### config.mk
export PLATFORM = sky130hd
export DESIGN_NAME = periph_top
export DESIGN_NICKNAME = d
export VERILOG_FILES = /design/src/hw/sfr_pkg.sv /design/src/hw/int_pkg.sv /design/src/hw/sfr_bus_if.sv /design/src/hw/int_ctrl.sv /design/src/hw/periph_top.sv /design/src/hw/sfr_core_regs.sv /design/src/hw/timer_8051.sv
export SDC_FILE = /design/constraint.sdc
export NUM_CORES = 1
export LEC_CHECK = 0
export BUFFER_PORTS_ARGS = -buffer_cell sky130_fd_sc_hd__buf_4
export CELL_PAD_IN_SITES_DETAIL_PLACEMENT = 0
export CELL_PAD_IN_SITES_GLOBAL_PLACEMENT = 1
export CORE_MARGIN = 3
export CORE_UTILIZATION = 46
export CTS_CLUSTER_DIAMETER = 50
export DETAILED_ROUTE_END_ITERATION = 7
export PLACE_DENSITY_LB_ADDON = 0.12
export SLEW_MARGIN = 20
export SYNTH_ARGS = -nofsm -noshare
export SYNTH_HDL_FRONTEND = slang
export SYNTH_SLANG_ARGS = --single-unit
### constraint.sdc
create_clock -name clk -period 3.1 [get_ports clk]
set_input_delay 0.31 -clock clk [delete_from_list [all_inputs] [get_ports clk]]
set_output_delay 0.31 -clock clk [all_outputs]
set_load 0.02 [all_outputs]
### src/hw/sfr_pkg.sv
//======================================================================
// SFR package
// Bus width, SFR addresses, TCON/TMOD/IE bit positions, revision byte
//======================================================================

package sfr_pkg;

    // Data and address width of the SFR bus
    localparam int DATA_WIDTH = 8;

    typedef logic [DATA_WIDTH - 1 : 0] sfr_byte_t;

    //==================================================================
    // SFR addresses
    //==================================================================
    localparam sfr_byte_t TCON_ADDR     = 8'h88;
    localparam sfr_byte_t TMOD_ADDR     = 8'h89;
    localparam sfr_byte_t TL0_ADDR      = 8'h8A;
    localparam sfr_byte_t TL1_ADDR      = 8'h8B;
    localparam sfr_byte_t TH0_ADDR      = 8'h8C;
    localparam sfr_byte_t TH1_ADDR      = 8'h8D;
    localparam sfr_byte_t IE_ADDR       = 8'hA8;
    localparam sfr_byte_t IP_ADDR       = 8'hB8;
    localparam sfr_byte_t REVISION_ADDR = 8'hFF;

    // Read-only revision byte
    localparam sfr_byte_t MCU_REVISION = 8'h12;

    // TCON run and overflow flags
    localparam int TCON_TR0_BIT = 4;
    localparam int TCON_TF0_BIT = 5;
    localparam int TCON_TR1_BIT = 6;
    localparam int TCON_TF1_BIT = 7;

    // TMOD nibble per timer, timer 0 in the low nibble
    localparam int TMOD_FIELD_WIDTH = 4;
    localparam int TMOD_M0_BIT      = 0;
    localparam int TMOD_M1_BIT      = 1;
    localparam int TMOD_CT_BIT      = 2;
    localparam int TMOD_GATE_BIT    = 3;

    // Global interrupt enable
    localparam int IE_EA_BIT = 7;

endpackage : sfr_pkg

### src/hw/int_pkg.sv
//======================================================================
// Interrupt package
// Source count, source order and vector addresses
//======================================================================

package int_pkg;

    localparam int NUM_OF_INT    = 4;
    localparam int INT_IDX_WIDTH = $clog2(NUM_OF_INT);

    // One bit per source
    typedef logic [NUM_OF_INT - 1 : 0]    int_vec_t;
    typedef logic [INT_IDX_WIDTH - 1 : 0] int_idx_t;

    //==================================================================
    // Source order, also the IE/IP bit of each source
    //==================================================================
    localparam int INT_EXT0   = 0;
    localparam int INT_TIMER0 = 1;
    localparam int INT_EXT1   = 2;
    localparam int INT_TIMER1 = 3;

    // Vector = base + step * source index
    localparam sfr_pkg::sfr_byte_t VECTOR_BASE = 8'h03;
    localparam sfr_pkg::sfr_byte_t VECTOR_STEP = 8'h08;

endpackage : int_pkg

### src/hw/sfr_bus_if.sv
//======================================================================
// SFR bus interface
// Write port and read address from the top level to the registers
//======================================================================

`timescale 1ns/10ps

interface sfr_bus_if;

    logic                 wr_stb;
    logic                 wr_we;
    sfr_pkg::sfr_byte_t   wr_adr;
    sfr_pkg::sfr_byte_t   wr_dat;
    // Read data goes back on plain ports
    sfr_pkg::sfr_byte_t   rd_adr;

    modport master (output wr_stb, wr_we, wr_adr, wr_dat, rd_adr);

    modport slave  (input  wr_stb, wr_we, wr_adr, wr_dat, rd_adr);

endinterface : sfr_bus_if

### src/hw/int_ctrl.sv
//======================================================================
// Interrupt controller
// Pending latches, two-level priority, nesting and vector output
//======================================================================

`timescale 1ns/10ps

module int_ctrl (
    input  logic                clk,
    input  logic                reset_n,
    input  sfr_pkg::sfr_byte_t  ie_i,
    input  sfr_pkg::sfr_byte_t  ip_i,
    input  int_pkg::int_vec_t   src_pulse_i,
    input  logic                interrupt_return_i,
    output sfr_pkg::sfr_byte_t  int_addr_o,
    output logic                int_gen_o
);

    int_pkg::int_vec_t  pending;
    int_pkg::int_vec_t  enabled;
    int_pkg::int_vec_t  hi_req;
    int_pkg::int_vec_t  lo_req;
    int_pkg::int_vec_t  clr_mask;
    // Bit 1 high level, bit 0 low level
    logic [1:0]         in_service;
    logic [1:0]         svc_next;
    logic               hi_found;
    logic               lo_found;
    int_pkg::int_idx_t  hi_idx;
    int_pkg::int_idx_t  lo_idx;
    int_pkg::int_idx_t  issue_idx;
    logic               issue;
    logic               issue_hi;

    // Lowest set index, found flag in the MSB
    function automatic logic [int_pkg::INT_IDX_WIDTH : 0] first_set(int_pkg::int_vec_t vec);
        logic [int_pkg::INT_IDX_WIDTH : 0] result;
        result = '0;
        for (int i = int_pkg::NUM_OF_INT - 1; i >= 0; i--) begin
            if (vec[i]) result = {1'b1, int_pkg::int_idx_t'(i)};
        end
        return result;
    endfunction

    //==================================================================
    // Arbitration
    //==================================================================
    always_comb begin
        enabled = pending & ie_i[int_pkg::NUM_OF_INT - 1 : 0] &
                  {int_pkg::NUM_OF_INT{ie_i[sfr_pkg::IE_EA_BIT]}};
        hi_req  = enabled & ip_i[int_pkg::NUM_OF_INT - 1 : 0];
        lo_req  = enabled & ~ip_i[int_pkg::NUM_OF_INT - 1 : 0];
        {hi_found, hi_idx} = first_set(hi_req);
        {lo_found, lo_idx} = first_set(lo_req);
        // High level only blocked by high; low level needs nothing in service
        issue_hi  = hi_found && !in_service[1];
        issue     = issue_hi || (!hi_found && lo_found && (in_service == 2'b00));
        issue_idx = issue_hi ? hi_idx : lo_idx;
        clr_mask  = issue ? int_pkg::int_vec_t'(1) << issue_idx : '0;

        // Return drops the highest active level
        svc_next = in_service;
        if (interrupt_return_i) begin
            if (in_service[1]) svc_next[1] = 1'b0;
            else               svc_next[0] = 1'b0;
        end
        if (issue) svc_next[issue_hi] = 1'b1;
    end

    always_ff @(posedge clk, negedge reset_n) begin
        if (!reset_n) begin
            pending    <= '0;
            in_service <= '0;
            int_gen_o  <= 1'b0;
            int_addr_o <= '0;
        end else begin
            // A new pulse wins over the clear
            pending    <= (pending & ~clr_mask) | src_pulse_i;
            in_service <= svc_next;
            int_gen_o  <= issue;
            // Address held until the next request
            if (issue) begin
                int_addr_o <= int_pkg::VECTOR_BASE +
                              int_pkg::VECTOR_STEP * sfr_pkg::sfr_byte_t'(issue_idx);
            end
        end
    end

endmodule : int_ctrl

### src/hw/periph_top.sv
//======================================================================
// Peripheral top
// SFR registers, two timers and interrupt controller on plain ports
//======================================================================

`timescale 1ns/10ps

module periph_top (
    input  logic                clk,
    input  logic                reset_n,
    input  logic                rd_stb_i,
    input  sfr_pkg::sfr_byte_t  rd_adr_i,
    output sfr_pkg::sfr_byte_t  rd_dat_o,
    output logic                rd_ack_o,
    input  logic                wr_stb_i,
    input  logic                wr_we_i,
    input  sfr_pkg::sfr_byte_t  wr_adr_i,
    input  sfr_pkg::sfr_byte_t  wr_dat_i,
    output logic                wr_ack_o,
    input  logic [1:0]          intx_i,
    input  logic                timer_event_pulse_i,
    input  logic                interrupt_return_i,
    output sfr_pkg::sfr_byte_t  int_addr_o,
    output logic                int_gen_o,
    output logic                timer_pulse_o
);

    sfr_pkg::sfr_byte_t  ie_val;
    sfr_pkg::sfr_byte_t  ip_val;
    sfr_pkg::sfr_byte_t  tmod_val;
    sfr_pkg::sfr_byte_t  th_tl0_dat;
    sfr_pkg::sfr_byte_t  th_tl1_dat;
    logic [1:0]          timer_run;
    logic [1:0]          timer_ovf;
    logic [1:0]          ext_sync;
    logic [1:0]          ext_edge;
    int_pkg::int_vec_t   src_pulse;

    sfr_bus_if bus ();

    // No back-pressure
    assign rd_ack_o = rd_stb_i;
    assign wr_ack_o = wr_stb_i;

    assign bus.wr_stb = wr_stb_i;
    assign bus.wr_we  = wr_we_i;
    assign bus.wr_adr = wr_adr_i;
    assign bus.wr_dat = wr_dat_i;
    assign bus.rd_adr = rd_adr_i;

    sfr_core_regs u_regs (
        .clk, .reset_n, .bus, .intx_i,
        .timer_ovf_i (timer_ovf), .th_tl0_dat_i (th_tl0_dat), .th_tl1_dat_i (th_tl1_dat),
        .rd_dat_o, .ie_o (ie_val), .ip_o (ip_val), .tmod_o (tmod_val),
        .timer_run_o (timer_run), .ext_sync_o (ext_sync), .ext_edge_o (ext_edge)
    );

    // Timer 0 drives the toggle pin
    timer_8051 #(.TIMER_ID (0)) u_timer0 (
        .clk, .reset_n, .bus, .tmod_i (tmod_val), .run_i (timer_run[0]),
        .gate_level_i (ext_sync[0]), .event_pulse_i (timer_event_pulse_i),
        .rd_dat_o (th_tl0_dat), .ovf_o (timer_ovf[0]), .timer_pulse_o
    );

    timer_8051 #(.TIMER_ID (1)) u_timer1 (
        .clk, .reset_n, .bus, .tmod_i (tmod_val), .run_i (timer_run[1]),
        .gate_level_i (ext_sync[1]), .event_pulse_i (timer_event_pulse_i),
        .rd_dat_o (th_tl1_dat), .ovf_o (timer_ovf[1]), .timer_pulse_o ()
    );

    // Source vector in controller order
    always_comb begin
        src_pulse                      = '0;
        src_pulse[int_pkg::INT_EXT0]   = ext_edge[0];
        src_pulse[int_pkg::INT_TIMER0] = timer_ovf[0];
        src_pulse[int_pkg::INT_EXT1]   = ext_edge[1];
        src_pulse[int_pkg::INT_TIMER1] = timer_ovf[1];
    end

    int_ctrl u_int_ctrl (
        .clk, .reset_n, .ie_i (ie_val), .ip_i (ip_val), .src_pulse_i (src_pulse),
        .interrupt_return_i, .int_addr_o, .int_gen_o
    );

endmodule : periph_top

### src/hw/sfr_core_regs.sv
//======================================================================
// Core SFR block
// IE, IP, TMOD, TCON, INTx synchronizer and the read data mux
//======================================================================

`timescale 1ns/10ps

module sfr_core_regs (
    input  logic                clk,
    input  logic                reset_n,
    sfr_bus_if.slave            bus,
    input  logic [1:0]          intx_i,
    input  logic [1:0]          timer_ovf_i,
    input  sfr_pkg::sfr_byte_t  th_tl0_dat_i,
    input  sfr_pkg::sfr_byte_t  th_tl1_dat_i,
    output sfr_pkg::sfr_byte_t  rd_dat_o,
    output sfr_pkg::sfr_byte_t  ie_o,
    output sfr_pkg::sfr_byte_t  ip_o,
    output sfr_pkg::sfr_byte_t  tmod_o,
    output logic [1:0]          timer_run_o,
    output logic [1:0]          ext_sync_o,
    output logic [1:0]          ext_edge_o
);

    sfr_pkg::sfr_byte_t  ie_q;
    sfr_pkg::sfr_byte_t  ip_q;
    sfr_pkg::sfr_byte_t  tmod_q;
    sfr_pkg::sfr_byte_t  tcon_q;
    logic                wr_en;
    logic [1:0]          intx_meta;
    logic [1:0]          intx_sync;
    logic [1:0]          intx_prev;

    assign wr_en = bus.wr_stb && bus.wr_we;

    //==================================================================
    // Plain registers
    //==================================================================
    always_ff @(posedge clk, negedge reset_n) begin
        if (!reset_n) begin
            ie_q   <= '0;
            ip_q   <= '0;
            tmod_q <= '0;
        end else if (wr_en) begin
            if (bus.wr_adr == sfr_pkg::IE_ADDR)   ie_q   <= bus.wr_dat;
            if (bus.wr_adr == sfr_pkg::IP_ADDR)   ip_q   <= bus.wr_dat;
            if (bus.wr_adr == sfr_pkg::TMOD_ADDR) tmod_q <= bus.wr_dat;
        end
    end

    // TCON, bus write beats the overflow flags
    always_ff @(posedge clk, negedge reset_n) begin
        if (!reset_n) begin
            tcon_q <= '0;
        end else if (wr_en && (bus.wr_adr == sfr_pkg::TCON_ADDR)) begin
            tcon_q <= bus.wr_dat;
        end else begin
            // TF stays set until software clears it
            if (timer_ovf_i[0]) tcon_q[sfr_pkg::TCON_TF0_BIT] <= 1'b1;
            if (timer_ovf_i[1]) tcon_q[sfr_pkg::TCON_TF1_BIT] <= 1'b1;
        end
    end

    //==================================================================
    // INTx sync, two flops plus one for the edge
    //==================================================================
    always_ff @(posedge clk, negedge reset_n) begin
        if (!reset_n) begin
            intx_meta <= '0;
            intx_sync <= '0;
            intx_prev <= '0;
        end else begin
            intx_meta <= intx_i;
            intx_sync <= intx_meta;
            intx_prev <= intx_sync;
        end
    end

    assign ext_sync_o = intx_sync;
    // Rising edge, one cycle wide
    assign ext_edge_o = intx_sync & ~intx_prev;

    assign ie_o        = ie_q;
    assign ip_o        = ip_q;
    assign tmod_o      = tmod_q;
    assign timer_run_o = {tcon_q[sfr_pkg::TCON_TR1_BIT], tcon_q[sfr_pkg::TCON_TR0_BIT]};

    // Read mux, unmapped reads give 0
    always_comb begin
        case (bus.rd_adr)
            sfr_pkg::IE_ADDR:       rd_dat_o = ie_q;
            sfr_pkg::IP_ADDR:       rd_dat_o = ip_q;
            sfr_pkg::TMOD_ADDR:     rd_dat_o = tmod_q;
            sfr_pkg::TCON_ADDR:     rd_dat_o = tcon_q;
            sfr_pkg::TH0_ADDR,
            sfr_pkg::TL0_ADDR:      rd_dat_o = th_tl0_dat_i;
            sfr_pkg::TH1_ADDR,
            sfr_pkg::TL1_ADDR:      rd_dat_o = th_tl1_dat_i;
            sfr_pkg::REVISION_ADDR: rd_dat_o = sfr_pkg::MCU_REVISION;
            default:                rd_dat_o = '0;
        endcase
    end

endmodule : sfr_core_regs

### src/hw/timer_8051.sv
//======================================================================
// 8051 timer
// TH/TL counter with mode 1 and mode 2, gate, C/T and overflow pulse
//======================================================================

`timescale 1ns/10ps

module timer_8051 #(
    parameter int TIMER_ID = 0
) (
    input  logic                clk,
    input  logic                reset_n,
    sfr_bus_if.slave            bus,
    input  sfr_pkg::sfr_byte_t  tmod_i,
    input  logic                run_i,
    input  logic                gate_level_i,
    input  logic                event_pulse_i,
    output sfr_pkg::sfr_byte_t  rd_dat_o,
    output logic                ovf_o,
    output logic                timer_pulse_o
);

    // Register addresses picked by timer number
    localparam sfr_pkg::sfr_byte_t TH_ADDR = (TIMER_ID == 0) ? sfr_pkg::TH0_ADDR : sfr_pkg::TH1_ADDR;
    localparam sfr_pkg::sfr_byte_t TL_ADDR = (TIMER_ID == 0) ? sfr_pkg::TL0_ADDR : sfr_pkg::TL1_ADDR;

    logic [sfr_pkg::TMOD_FIELD_WIDTH - 1 : 0]  tmod_field;
    sfr_pkg::sfr_byte_t                        th_q;
    sfr_pkg::sfr_byte_t                        tl_q;
    logic                                      mode1;
    logic                                      mode2;
    logic                                      tick;
    logic                                      wr_th;
    logic                                      wr_tl;
    logic                                      cnt_go;
    logic [16:0]                               inc16;
    logic [8:0]                                inc8;
    logic                                      wrap;

    assign tmod_field = tmod_i[TIMER_ID * sfr_pkg::TMOD_FIELD_WIDTH +: sfr_pkg::TMOD_FIELD_WIDTH];

    // M1:M0 = 01 is 16 bit, 10 is 8 bit reload, others hold
    assign mode1 = !tmod_field[sfr_pkg::TMOD_M1_BIT] && tmod_field[sfr_pkg::TMOD_M0_BIT];
    assign mode2 = tmod_field[sfr_pkg::TMOD_M1_BIT] && !tmod_field[sfr_pkg::TMOD_M0_BIT];

    // Clock or external event
    assign tick = tmod_field[sfr_pkg::TMOD_CT_BIT] ? event_pulse_i : 1'b1;

    assign wr_th = bus.wr_stb && bus.wr_we && (bus.wr_adr == TH_ADDR);
    assign wr_tl = bus.wr_stb && bus.wr_we && (bus.wr_adr == TL_ADDR);

    // Gate needs INTx high; bus writes hold the count
    assign cnt_go = run_i && tick && (mode1 || mode2) && !wr_th && !wr_tl &&
                    (!tmod_field[sfr_pkg::TMOD_GATE_BIT] || gate_level_i);

    assign inc16 = {1'b0, th_q, tl_q} + 17'd1;
    assign inc8  = {1'b0, tl_q} + 9'd1;
    assign wrap  = cnt_go && (mode1 ? inc16[16] : inc8[8]);

    //==================================================================
    // Counter
    //==================================================================
    always_ff @(posedge clk, negedge reset_n) begin
        if (!reset_n) begin
            th_q <= '0;
            tl_q <= '0;
        end else begin
            if (wr_th) th_q <= bus.wr_dat;
            if (wr_tl) tl_q <= bus.wr_dat;
            if (cnt_go && mode1) begin
                {th_q, tl_q} <= inc16[15:0];
            end else if (cnt_go) begin
                // Mode 2 reloads TL from TH
                tl_q <= inc8[8] ? th_q : inc8[7:0];
            end
        end
    end

    // Overflow pulse one cycle after the wrap, pin toggles after that
    always_ff @(posedge clk, negedge reset_n) begin
        if (!reset_n) begin
            ovf_o         <= 1'b0;
            timer_pulse_o <= 1'b0;
        end else begin
            ovf_o <= wrap;
            if (ovf_o) timer_pulse_o <= ~timer_pulse_o;
        end
    end

    always_comb begin
        if (bus.rd_adr == TH_ADDR) begin
            rd_dat_o = th_q;
        end else if (bus.rd_adr == TL_ADDR) begin
            rd_dat_o = tl_q;
        end else begin
            rd_dat_o = '0;
        end
    end

endmodule : timer_8051

==> results.toml, run 1 <==
[hold_path]
hold_path_class = "input pin to asynchronous set/reset pin"

[timing]
setup_tns_ps = 0
finalMaxSlewViolations = 0
rsz0062_at_grt = "false"
fin_crit_sh = 0.866
fin_hold_ws_ps = -42.0
min_period_ps = 2680
finClkSkew_ps = 12.7
fmaxAchievable_ghz = 0.373
fin_ws_ps = 416
worst_pin_slew_ps = 902
relSlewSlack = 0.396
hold_viol = 24
finalSetupViolCount = 0

[routing]
ant_nets = 0
via_per_inst = 6.31
wl_um = 15000
drt_iter0_drc = 467
avgRoutedWirePerCell_um = 21.1
drc_errors = 0
vias = 4488
firstDrtPassIters = 5

[place]
placed_area_mm2 = 0.00545
post-place-ws_ps = 415
portBuffers = 46
gp_congestion = 0.915
hpwl_um = 10900
placed_cells = 695

[outcome]
status = "finished, violations left"
violations = "negative hold slack"

[die]
die_w_um = 111
coreArea_mm2 = 0.0105
fp.dieH_um = 111
core.rowCount = 37
pin_count = 53
start_util = 0.481
dieArea_mm2 = 0.0122

[layout]
register_area_mm2 = 0.00208
fin_util = 0.539
syn_to_final_growth_pct = 12.2
multiInputGateArea_mm2 = 0.00272
fill_cells = 1005
final_nets = 607
design_area_mm2 = 0.00564
num_antenna_cells = 0
stdcell_count = 711
final_cell_mix = "83 x dfrtp_1, 60 x nand2_1, 54 x buf_4"
layout_commonest_cell = "dfrtp_1"
drive_above_1_share = 0.202

[yosys]
syn_avg_cell_area_um2 = 9.35
ys_seq_elements = 83
netlist_area_mm2 = 0.00503
syn_inst = 538
ys_types = 71
async_flop_share = 1.00
synth_seq_area_share = 0.413
yosysWarnings = 0
synth_edf_count = 0
ys.flop_type = "dfrtp_1"

[clock_tree]
numCtsBuffers = 9
clk_path_buf_depth = 2
postCtsSetupBuffers = 0
clock-sinks = 83
clk_pin_slew_ps = 100
cts_resized = 0
insertion_delay_ps = 380
h-tree-depth = 3
cts_tree = "done"
cts_hold_buf = 0
cts-root-buf = "clkbuf_8"

[worst_setup_path]
cp_common_cell = "buf_4"
cpMaxStageDelayCell = "or4b_2"
critPathMaxStageDelay_ps = 740
cp-start-kind = "input pin"
critPathArrivalTime_ps = 2370
crit_fanout = 22
cp_top_family = "simple AND/OR/NAND/NOR gates"
critical_path.cell_chain = "buf_4, or4b_2, nor2_1, a22oi_1, o311ai_0, a21o_1, buf_4"
critPathRequiredTime_ps = 2790
cp_num_buf_inv = 2
criticalPathCategory = "input pin to output port"
worst_setup_path_end_kind = "output port"

[power]
p_seq_frac = 0.531
internal_power_mw = 1.60
p_sw_uw = 756
p_leak_nw = 2.48
vdd_drop_max_mv = 0.295
clkPwrFrac = 0.334
combPwrFrac = 0.135
netSwitchingFraction = 0.321
powerDensity_mw_per_mm2 = 417

[grt]
grt_pass1_vias = 4214
grt_max_degree = 84
grt_pass1_wl_um = 23800
grt.busiest_layer = "met2"
grt_antenna_before_repair = 0
grt-ovfl-total = 0
grt_use_met2 = 0.370
grt.total_usage = 0.245
grtUsageMet1 = 0.357
grt.met3_usage = 0.0619

[flow_run]
maxCapViolCount = 0
[final cells by class]
cell class,count,area share
Clock inverter,7,0.0118
Inverter,18,0.0120
Sequential cell,83,0.368
Tap cell,136,0.0302
Clock buffer,9,0.0220
Timing Repair Buffer,55,0.0738
Multi-Input combinational cell,403,0.482
[sequential cells by signal, indices dropped and copies added (netlist names)]
signal	count
u_regs.ie_o	8
u_timer0.ovf_o	1
u_regs.intx_prev	2
u_regs.intx_meta	2
u_int_ctrl.int_gen_o	1
u_regs.tcon_q	8
u_timer0.th_q	8
u_int_ctrl.in_service	2
u_int_ctrl.int_addr_o	3
u_timer1.tl_q	8
u_timer0.timer_pulse_o	1
u_regs.tmod_o	8
u_regs.ip_o	8
u_timer0.tl_q	8
u_timer1.ovf_o	1
u_timer1.th_q	8
u_regs.ext_sync_o	2
u_int_ctrl.pending	4
[metrics by stage]
stage                     hold WS [ps]  power [mW]
after floorplan                   14.4        1.44
after global placement             332        1.58
after detailed placement           340        1.59
after CTS                         19.8        2.37
after global routing              11.9        2.46
final                            -42.0        2.35
[cell usage after synthesis, types with 3 or more instances]
| library cell | instances | share of area |
|---|---|---|
| o21a_1 | 3 | 0.0045 |
| nor3_1 | 8 | 0.0080 |
| nand2_1 | 60 | 0.045 |
| a211oi_1 | 4 | 0.0060 |
| nor4b_1 | 6 | 0.010 |
| nor2b_1 | 6 | 0.0075 |
| buf_1 | 4 | 0.0030 |
| nand4_1 | 15 | 0.019 |
| a21o_1 | 10 | 0.015 |
| xnor2_1 | 3 | 0.0052 |
| o311ai_0 | 3 | 0.0052 |
| o21ai_0 | 23 | 0.023 |
| mux2_2 | 33 | 0.074 |
| a22o_1 | 4 | 0.0070 |
| a22oi_1 | 18 | 0.027 |
| a41oi_1 | 4 | 0.0070 |
| nand3_1 | 20 | 0.020 |
| and2_1 | 4 | 0.0050 |
| a221oi_1 | 6 | 0.010 |
| o22ai_1 | 3 | 0.0037 |
| inv_1 | 18 | 0.013 |
| mux2i_1 | 16 | 0.032 |
| a21oi_1 | 16 | 0.016 |
| buf_4 | 7 | 0.010 |
| a31oi_1 | 5 | 0.0062 |
| o211ai_1 | 3 | 0.0045 |
| and3_1 | 8 | 0.0099 |
| o31a_1 | 3 | 0.0052 |
| dfrtp_1 | 83 | 0.41 |
| ha_1 | 4 | 0.0099 |
| o31ai_1 | 5 | 0.0075 |
| nand2b_1 | 7 | 0.0087 |
| clkbuf_1 | 22 | 0.016 |
| and4_1 | 8 | 0.014 |
| nor2_1 | 35 | 0.026 |
| nor4_1 | 12 | 0.015 |
[worst paths after layout]
check / from / endpoint / slack [ps] / cells past startpoint
setup / recovery: rd_adr_i[0] / rd_dat_o[5] / 420 / 7
hold / removal: reset_n / u_timer0.timer_pulse_o / -40 / 1
setup reg to reg: u_regs.tmod_o[0] / u_timer0.th_q[5] / 700 / 6
hold reg to reg: u_regs.intx_meta[0] / u_regs.ext_sync_o[0] / 360 / 0
max in group asynchronous: reset_n / u_regs.tcon_q[4] / 2600 / 1
min in group clk: intx_i[1] / u_regs.intx_meta[1] / 30 / 1
[cells by family after synthesis]
logic type | synth area share
xor+xnor | 0.00696
mux | 0.106
fa+ha+maj | 0.00995
compound gates | 0.192
buf+inv | 0.0485
simple gates | 0.224
other cells | 0.000745
flops | 0.413
[per-layer routing]
metal  routed length (um)  vias up
li1                     -     2085
met1                 7110     2228
met2                 6800      153
met3                  833       22
met4                  253        0
met5                    0        -
[power by group through the flow]
stage	logic, mW	clock network, mW	registers (mW)
3_5_place_dp	0.317	0	1.27
2_1_floorplan	0.217	0	1.22
6_report	0.319	0.785	1.25
3_3_place_gp	0.310	0	1.27
5_1_grt	0.358	0.844	1.26
4_1_cts	0.319	0.802	1.25
Note: power is estimated with default switching activity, not from simulation.
==> run 2, diff against run 1 <==
--- a/config.mk
+++ b/config.mk
@@ -5,11 +5,12 @@
 export SDC_FILE = /design/constraint.sdc
 export NUM_CORES = 1
 export LEC_CHECK = 0
+export ABC_AREA = 1
 export BUFFER_PORTS_ARGS = -buffer_cell sky130_fd_sc_hd__buf_4
 export CELL_PAD_IN_SITES_DETAIL_PLACEMENT = 0
 export CELL_PAD_IN_SITES_GLOBAL_PLACEMENT = 1
 export CORE_MARGIN = 3
-export CORE_UTILIZATION = 46
+export CORE_UTILIZATION = 43
 export CTS_CLUSTER_DIAMETER = 50
 export DETAILED_ROUTE_END_ITERATION = 7
 export PLACE_DENSITY_LB_ADDON = 0.12
==> run 2 against run 1 <==
The flow now finishes without violations. Combinational power fell by 22%. Flip-flop and latch count did not move. Die area rose by 15%. Register-to-register slack improved by 360 ps. Synthesized cell count rose by 48%. Critical path depth rose by 2. Sequential share of layout area fell by 3.1 points. Via count rose by 20%. Critical path type unchanged. Critical endpoint is now rd_dat_o[1]. Highest routed layer unchanged.
==> results.toml, run 2 <==
[outcome]
status = "complete, no violations"

[timing]
relSlewSlack = 0.414
hold_viol = 0
finClkSkew_ps = 5.66
rsz0062_at_grt = "false"
fin_crit_sh = 0.804
fmaxAchievable_ghz = 0.401
fin_hold_ws_ps = 55.5
finalMaxSlewViolations = 0
min_period_ps = 2490
worst_pin_slew_ps = 874
finalSetupViolCount = 0
setup_tns_ps = 0

[clock_tree]
cts_resized = 0
clock-sinks = 83
postCtsSetupBuffers = 0
cts-root-buf = "clkbuf_16"
numCtsBuffers = 9
cts_hold_buf = 0
clk_path_buf_depth = 2
insertion_delay_ps = 340
cts_tree = "done"
clk_pin_slew_ps = 60
h-tree-depth = 3

[layout]
syn_to_final_growth_pct = 13.2
num_antenna_cells = 0
layout_commonest_cell = "nand2_1"
drive_above_1_share = 0.114
final_cell_mix = "230 x nand2_1, 89 x nor2_1, 88 x inv_1"
final_nets = 876

[yosys]
synth_area_leader_cell = "dfrtp_1"
netlist_area_mm2 = 0.00545
synth_top_area_frac = 0.381
async_flop_share = 1.00
synth_area_leaders = "dfrtp_1 38%, nand2_1 16%, o21ai_0 8.0%, nand3_1 6.9%, nor2_1 6.1%"
synth_edf_count = 0
synth_seq_area_share = 0.381
yosysMostFrequentCell = "nand2_1"
ys_types = 33
synth_commonest_cells = "230 x nand2_1, 89 x nor2_1, 88 x inv_1, 87 x o21ai_0, 83 x dfrtp_1"
syn_inst = 797
ys.flop_type = "dfrtp_1"
ys_seq_elements = 83
yosysWarnings = 0
syn_avg_cell_area_um2 = 6.84

[power]
vdd_drop_max_mv = 0.217
powerDensity_mw_per_mm2 = 395
p_leak_nw = 2.98

[routing]
ant_nets = 0
firstDrtPassIters = 5
via_per_inst = 5.31
drt_iter0_drc = 415
vias = 5376
drc_errors = 0
avgRoutedWirePerCell_um = 16.3
wl_um = 16500

[grt]
grt_pass1_wl_um = 26500
grt_antenna_before_repair = 0
grt.total_usage = 0.237
grt_pass1_vias = 5048
grt-ovfl-total = 0
grt_max_degree = 66

[worst_setup_path]
criticalPathCategory = "input pin to output port"
r2r_start = "u_regs.tmod_o[4]"
crit_fanout = 14
critical_path.cell_chain = "buf_4, inv_1, nand2_1, nor3_2, nand2_1, nor2_1, a21oi_1, nand3_1, buf_4"
critPathArrivalTime_ps = 2180
cpMaxStageDelayCell = "nor3_2"
cp-start-kind = "input pin"
r2r-end = "u_timer1.tl_q[3]"
worst_setup_path_end_kind = "output port"
critPathRequiredTime_ps = 2790
r2r_slack_ps = 1060
critPathMaxStageDelay_ps = 670
reg2reg_depth = 10

[die]
fp.dieH_um = 119
core.rowCount = 40
pin_count = 53
start_util = 0.446
die_w_um = 119
dieArea_mm2 = 0.0141
coreArea_mm2 = 0.0122

[hold_path]
hold_path_class = "input pin to asynchronous set/reset pin"

[flow_run]
maxCapViolCount = 0

[place]
gp_congestion = 0.899
portBuffers = 46
hpwl_um = 12900
## run 2: cells by family after synthesis
| family | after synthesis | share of synthesized area |
|---|---|---|
| DFF | 83 | 0.381 |
| buffers and inverters | 112 | 0.0891 |
| xor gates and xnor gates | 18 | 0.0289 |
| AOI/OAI and AO/OA | 126 | 0.119 |
| other | 1 | 0.000688 |
| adders and majority gates | 4 | 0.00918 |
| and+or+nand+nor | 453 | 0.372 |
## run 2: cell type report
cell class / instances / area (um^2)
flip-flops and latches: 83 / 2080
clock inverters: 6 / 50.0
inverters: 92 / 345
fillers: 1297 / 6040
clock buffers: 10 / 229
multi-input cells: 605 / 2900
well taps: 168 / 210
repair buffers: 48 / 360
## run 2: worst max-delay path: cells and delay by family
family | cells | cell delay (ps)
buf+inv | 3 | 310
simple gates | 5 | 1400
compound gates | 1 | 150
## run 2: report_power, final
group          internal (mW)  switching [mW]
clock network          0.552           0.470
registers               1.12          0.0458
logic                 0.0829           0.166
total                   1.75           0.682
## run 2: worst max-delay path by stage
stage | from | endpoint | slack [ps] | depth (start not counted)
after floorplan | u_regs.tmod_o[0] | u_timer0.th_q[0] | 1340 | 9
after global placement | rd_adr_i[6] | rd_dat_o[0] | 670 | 9
after detailed placement | rd_adr_i[6] | rd_dat_o[0] | 610 | 11
after CTS | rd_adr_i[6] | rd_dat_o[0] | 620 | 11
after global routing | rd_adr_i[6] | rd_dat_o[4] | 430 | 11
final | rd_adr_i[6] | rd_dat_o[1] | 610 | 9
## run 2: metrics by stage
stage	worst slack [ps]	total power [mW]	instances	cell area [um^2]	util
5_1_grt	427	2.53	1012	6170	0.505
2_1_floorplan	1340	1.32	800	5460	-
3_3_place_gp	674	1.43	996	5890	0.482
6_report	607	2.44	1012	6170	0.505
4_1_cts	625	2.45	1012	6170	0.505
3_5_place_dp	612	1.43	996	5890	0.482
## run 2: layer usage
metal / GRT usage / wire [um] / vias up
li1: - / - / 2658
met1: 0.325 / 7470 / 2524
met2: 0.387 / 7820 / 176
met3: 0.0349 / 904 / 18
met4: 0.0739 / 275 / 0
met5: 0 / 0 / -
==> run 3, diff against run 2 <==
--- a/config.mk
+++ b/config.mk
@@ -5,12 +5,12 @@
 export SDC_FILE = /design/constraint.sdc
 export NUM_CORES = 1
 export LEC_CHECK = 0
-export ABC_AREA = 1
+export ABC_AREA = 0
 export BUFFER_PORTS_ARGS = -buffer_cell sky130_fd_sc_hd__buf_4
 export CELL_PAD_IN_SITES_DETAIL_PLACEMENT = 0
 export CELL_PAD_IN_SITES_GLOBAL_PLACEMENT = 1
 export CORE_MARGIN = 3
-export CORE_UTILIZATION = 43
+export CORE_UTILIZATION = 46
 export CTS_CLUSTER_DIAMETER = 50
 export DETAILED_ROUTE_END_ITERATION = 7
 export PLACE_DENSITY_LB_ADDON = 0.12
==> constraint.sdc (replaced) <==
create_clock -name clk -period 2.6 [get_ports clk]
set_input_delay 0.26 -clock clk [delete_from_list [all_inputs] [get_ports clk]]
set_output_delay 0.26 -clock clk [all_outputs]
set_load 0.02 [all_outputs]
==> run 3 against run 2 <==
Die area decreased by 13%. Core utilization increased by 4.9 points. Power up 17%. Clock-buffer cell count is 1 lower. Register-to-register slack lost 860 ps. Sequential power is 27% higher. Routed wire length down 6.2%. Clock power down 5%. Global-route usage increased by 1.8 points. Cell area shrank 6.0%. Clock skew rose by 8.4 ps.
==> results.toml, run 3 (synthesis results as in run 1) <==
[die]
dieArea_mm2 = 0.0122
pin_count = 53
die_w_um = 111
coreArea_mm2 = 0.0105
fp.dieH_um = 111
core.rowCount = 37
start_util = 0.481

[routing]
wl_um = 15500
vias = 4644
avgRoutedWirePerCell_um = 21.2
drc_errors = 0
drt_iter0_drc = 417
via_per_inst = 6.38
firstDrtPassIters = 5
ant_nets = 0

[power]
vdd_drop_max_mv = 0.270
p_leak_nw = 2.58
power_mw = 2.86
powerDensity_mw_per_mm2 = 493

[layout]
syn_to_final_growth_pct = 15.3
fin_util = 0.554
final_nets = 624
design_area_mm2 = 0.00580
drive_above_1_share = 0.220
layout_commonest_cell = "dfrtp_1"
num_antenna_cells = 0
final_cell_mix = "83 x dfrtp_1, 68 x buf_4, 60 x nand2_1"

[timing]
fin_crit_sh = 0.922
finClkSkew_ps = 14.1
finalSetupViolCount = 0
min_period_ps = 2400
fmaxAchievable_ghz = 0.417
relSlewSlack = 0.444
hold_viol = 0
rsz0062_at_grt = "false"
finalMaxSlewViolations = 0
worst_pin_slew_ps = 826
setup_tns_ps = 0

[worst_setup_path]
cp-start-kind = "flip-flop"
crit_fanout = 4
criticalPathCategory = "flip-flop to flip-flop"
critPathRequiredTime_ps = 2870
critPathArrivalTime_ps = 2670
worst_setup_path_end_kind = "flip-flop"

[clock_tree]
cts_tree = "done"
clk_path_buf_depth = 2
numCtsBuffers = 9
clk_pin_slew_ps = 100
insertion_delay_ps = 390
clock-sinks = 83
cts-root-buf = "clkbuf_8"
postCtsSetupBuffers = 0
h-tree-depth = 3

[place]
portBuffers = 46
gp_congestion = 0.934
placed_area_mm2 = 0.00557
hpwl_um = 11300

[flow_run]
maxCapViolCount = 0

[hold_path]
hold_path_class = "input pin to flip-flop"

[grt]
grt_pass1_vias = 4470
grt.total_usage = 0.255
grt_pass1_wl_um = 24600
grt_antenna_before_repair = 0
grt-ovfl-total = 0
grt_max_degree = 39

[outcome]
status = "complete, no violations"
run 3: cell types whose count changed in the layout (fill, tap and decap cells not counted), sizes merged, moves of 13 or more:
cell | previous run | this run
nand2 | 236 | 61
inv | 94 | 22
o21ai | 92 | 23
nor2 | 103 | 35
nand3 | 80 | 20
mux2 | 0 | 33
buf | 48 | 69
a22oi | 0 | 18
mux2i | 0 | 16
nor4 | 0 | 13
run 3: repair_timing:
action / 4_1_cts / 5_1_grt
hold buffers: 3 / 0
resized for setup: 0 / 0
hold endpoints to repair: 38 / 0
run 3: where the power goes:
group          total (mW)  leakage, nW  switching [mW]  internal (mW)
clock               0.969        0.102           0.587          0.382
combinational       0.402         1.41           0.225          0.178
sequential           1.49         1.07           0.122           1.36
run 3: worst paths after layout:
kind,from,endpoint,slack (ps),cells after the start
max in group asynchronous,reset_n,u_regs.tmod_o[6],1560,3
max,u_regs.tmod_o[0],u_timer0.th_q[7],200,6
max reg2reg,u_regs.tmod_o[0],u_timer0.th_q[7],200,6
min,interrupt_return_i,u_int_ctrl.in_service[1],60,2
min reg2reg,u_regs.intx_meta[0],u_regs.ext_sync_o[0],370,0
min in group asynchronous,reset_n,u_timer0.tl_q[3],390,2
run 3: worst max-delay path, cell delays in order, from the launching register on:
cell and delay, ps:
dfrtp_1 420, ha_1 300, nor2b_1 140, nand4_1 230
nor4_1 780, nand2_1 160, o221a_2 260
run 3: cell type report:
type                    count  area (um^2)
clock buffers               9          124
multi-input cells         403         2720
clock inverters             7         78.8
well taps                 136          170
repair buffers             72          561
inverters                  18         67.6
fillers                   968         4660
flip-flops and latches     83         2080
run 3: through the flow:
stage               worst slack (ps)  cells  hold WS, ps
detailed placement               127    709          281
global placement                 161    709          278
global route                    86.3    728         52.8
floorplan                        247    541        -35.6
CTS                              215    728         51.4
finish                           202    728         64.7
run 3: metal layers:
layer,GRT usage,up-vias,part of all wire
met5,0,-,0
met4,0.0887,0,0.024
met3,0.0504,32,0.069
met2,0.376,215,0.44
met1,0.372,2279,0.47
li1,-,2118,-
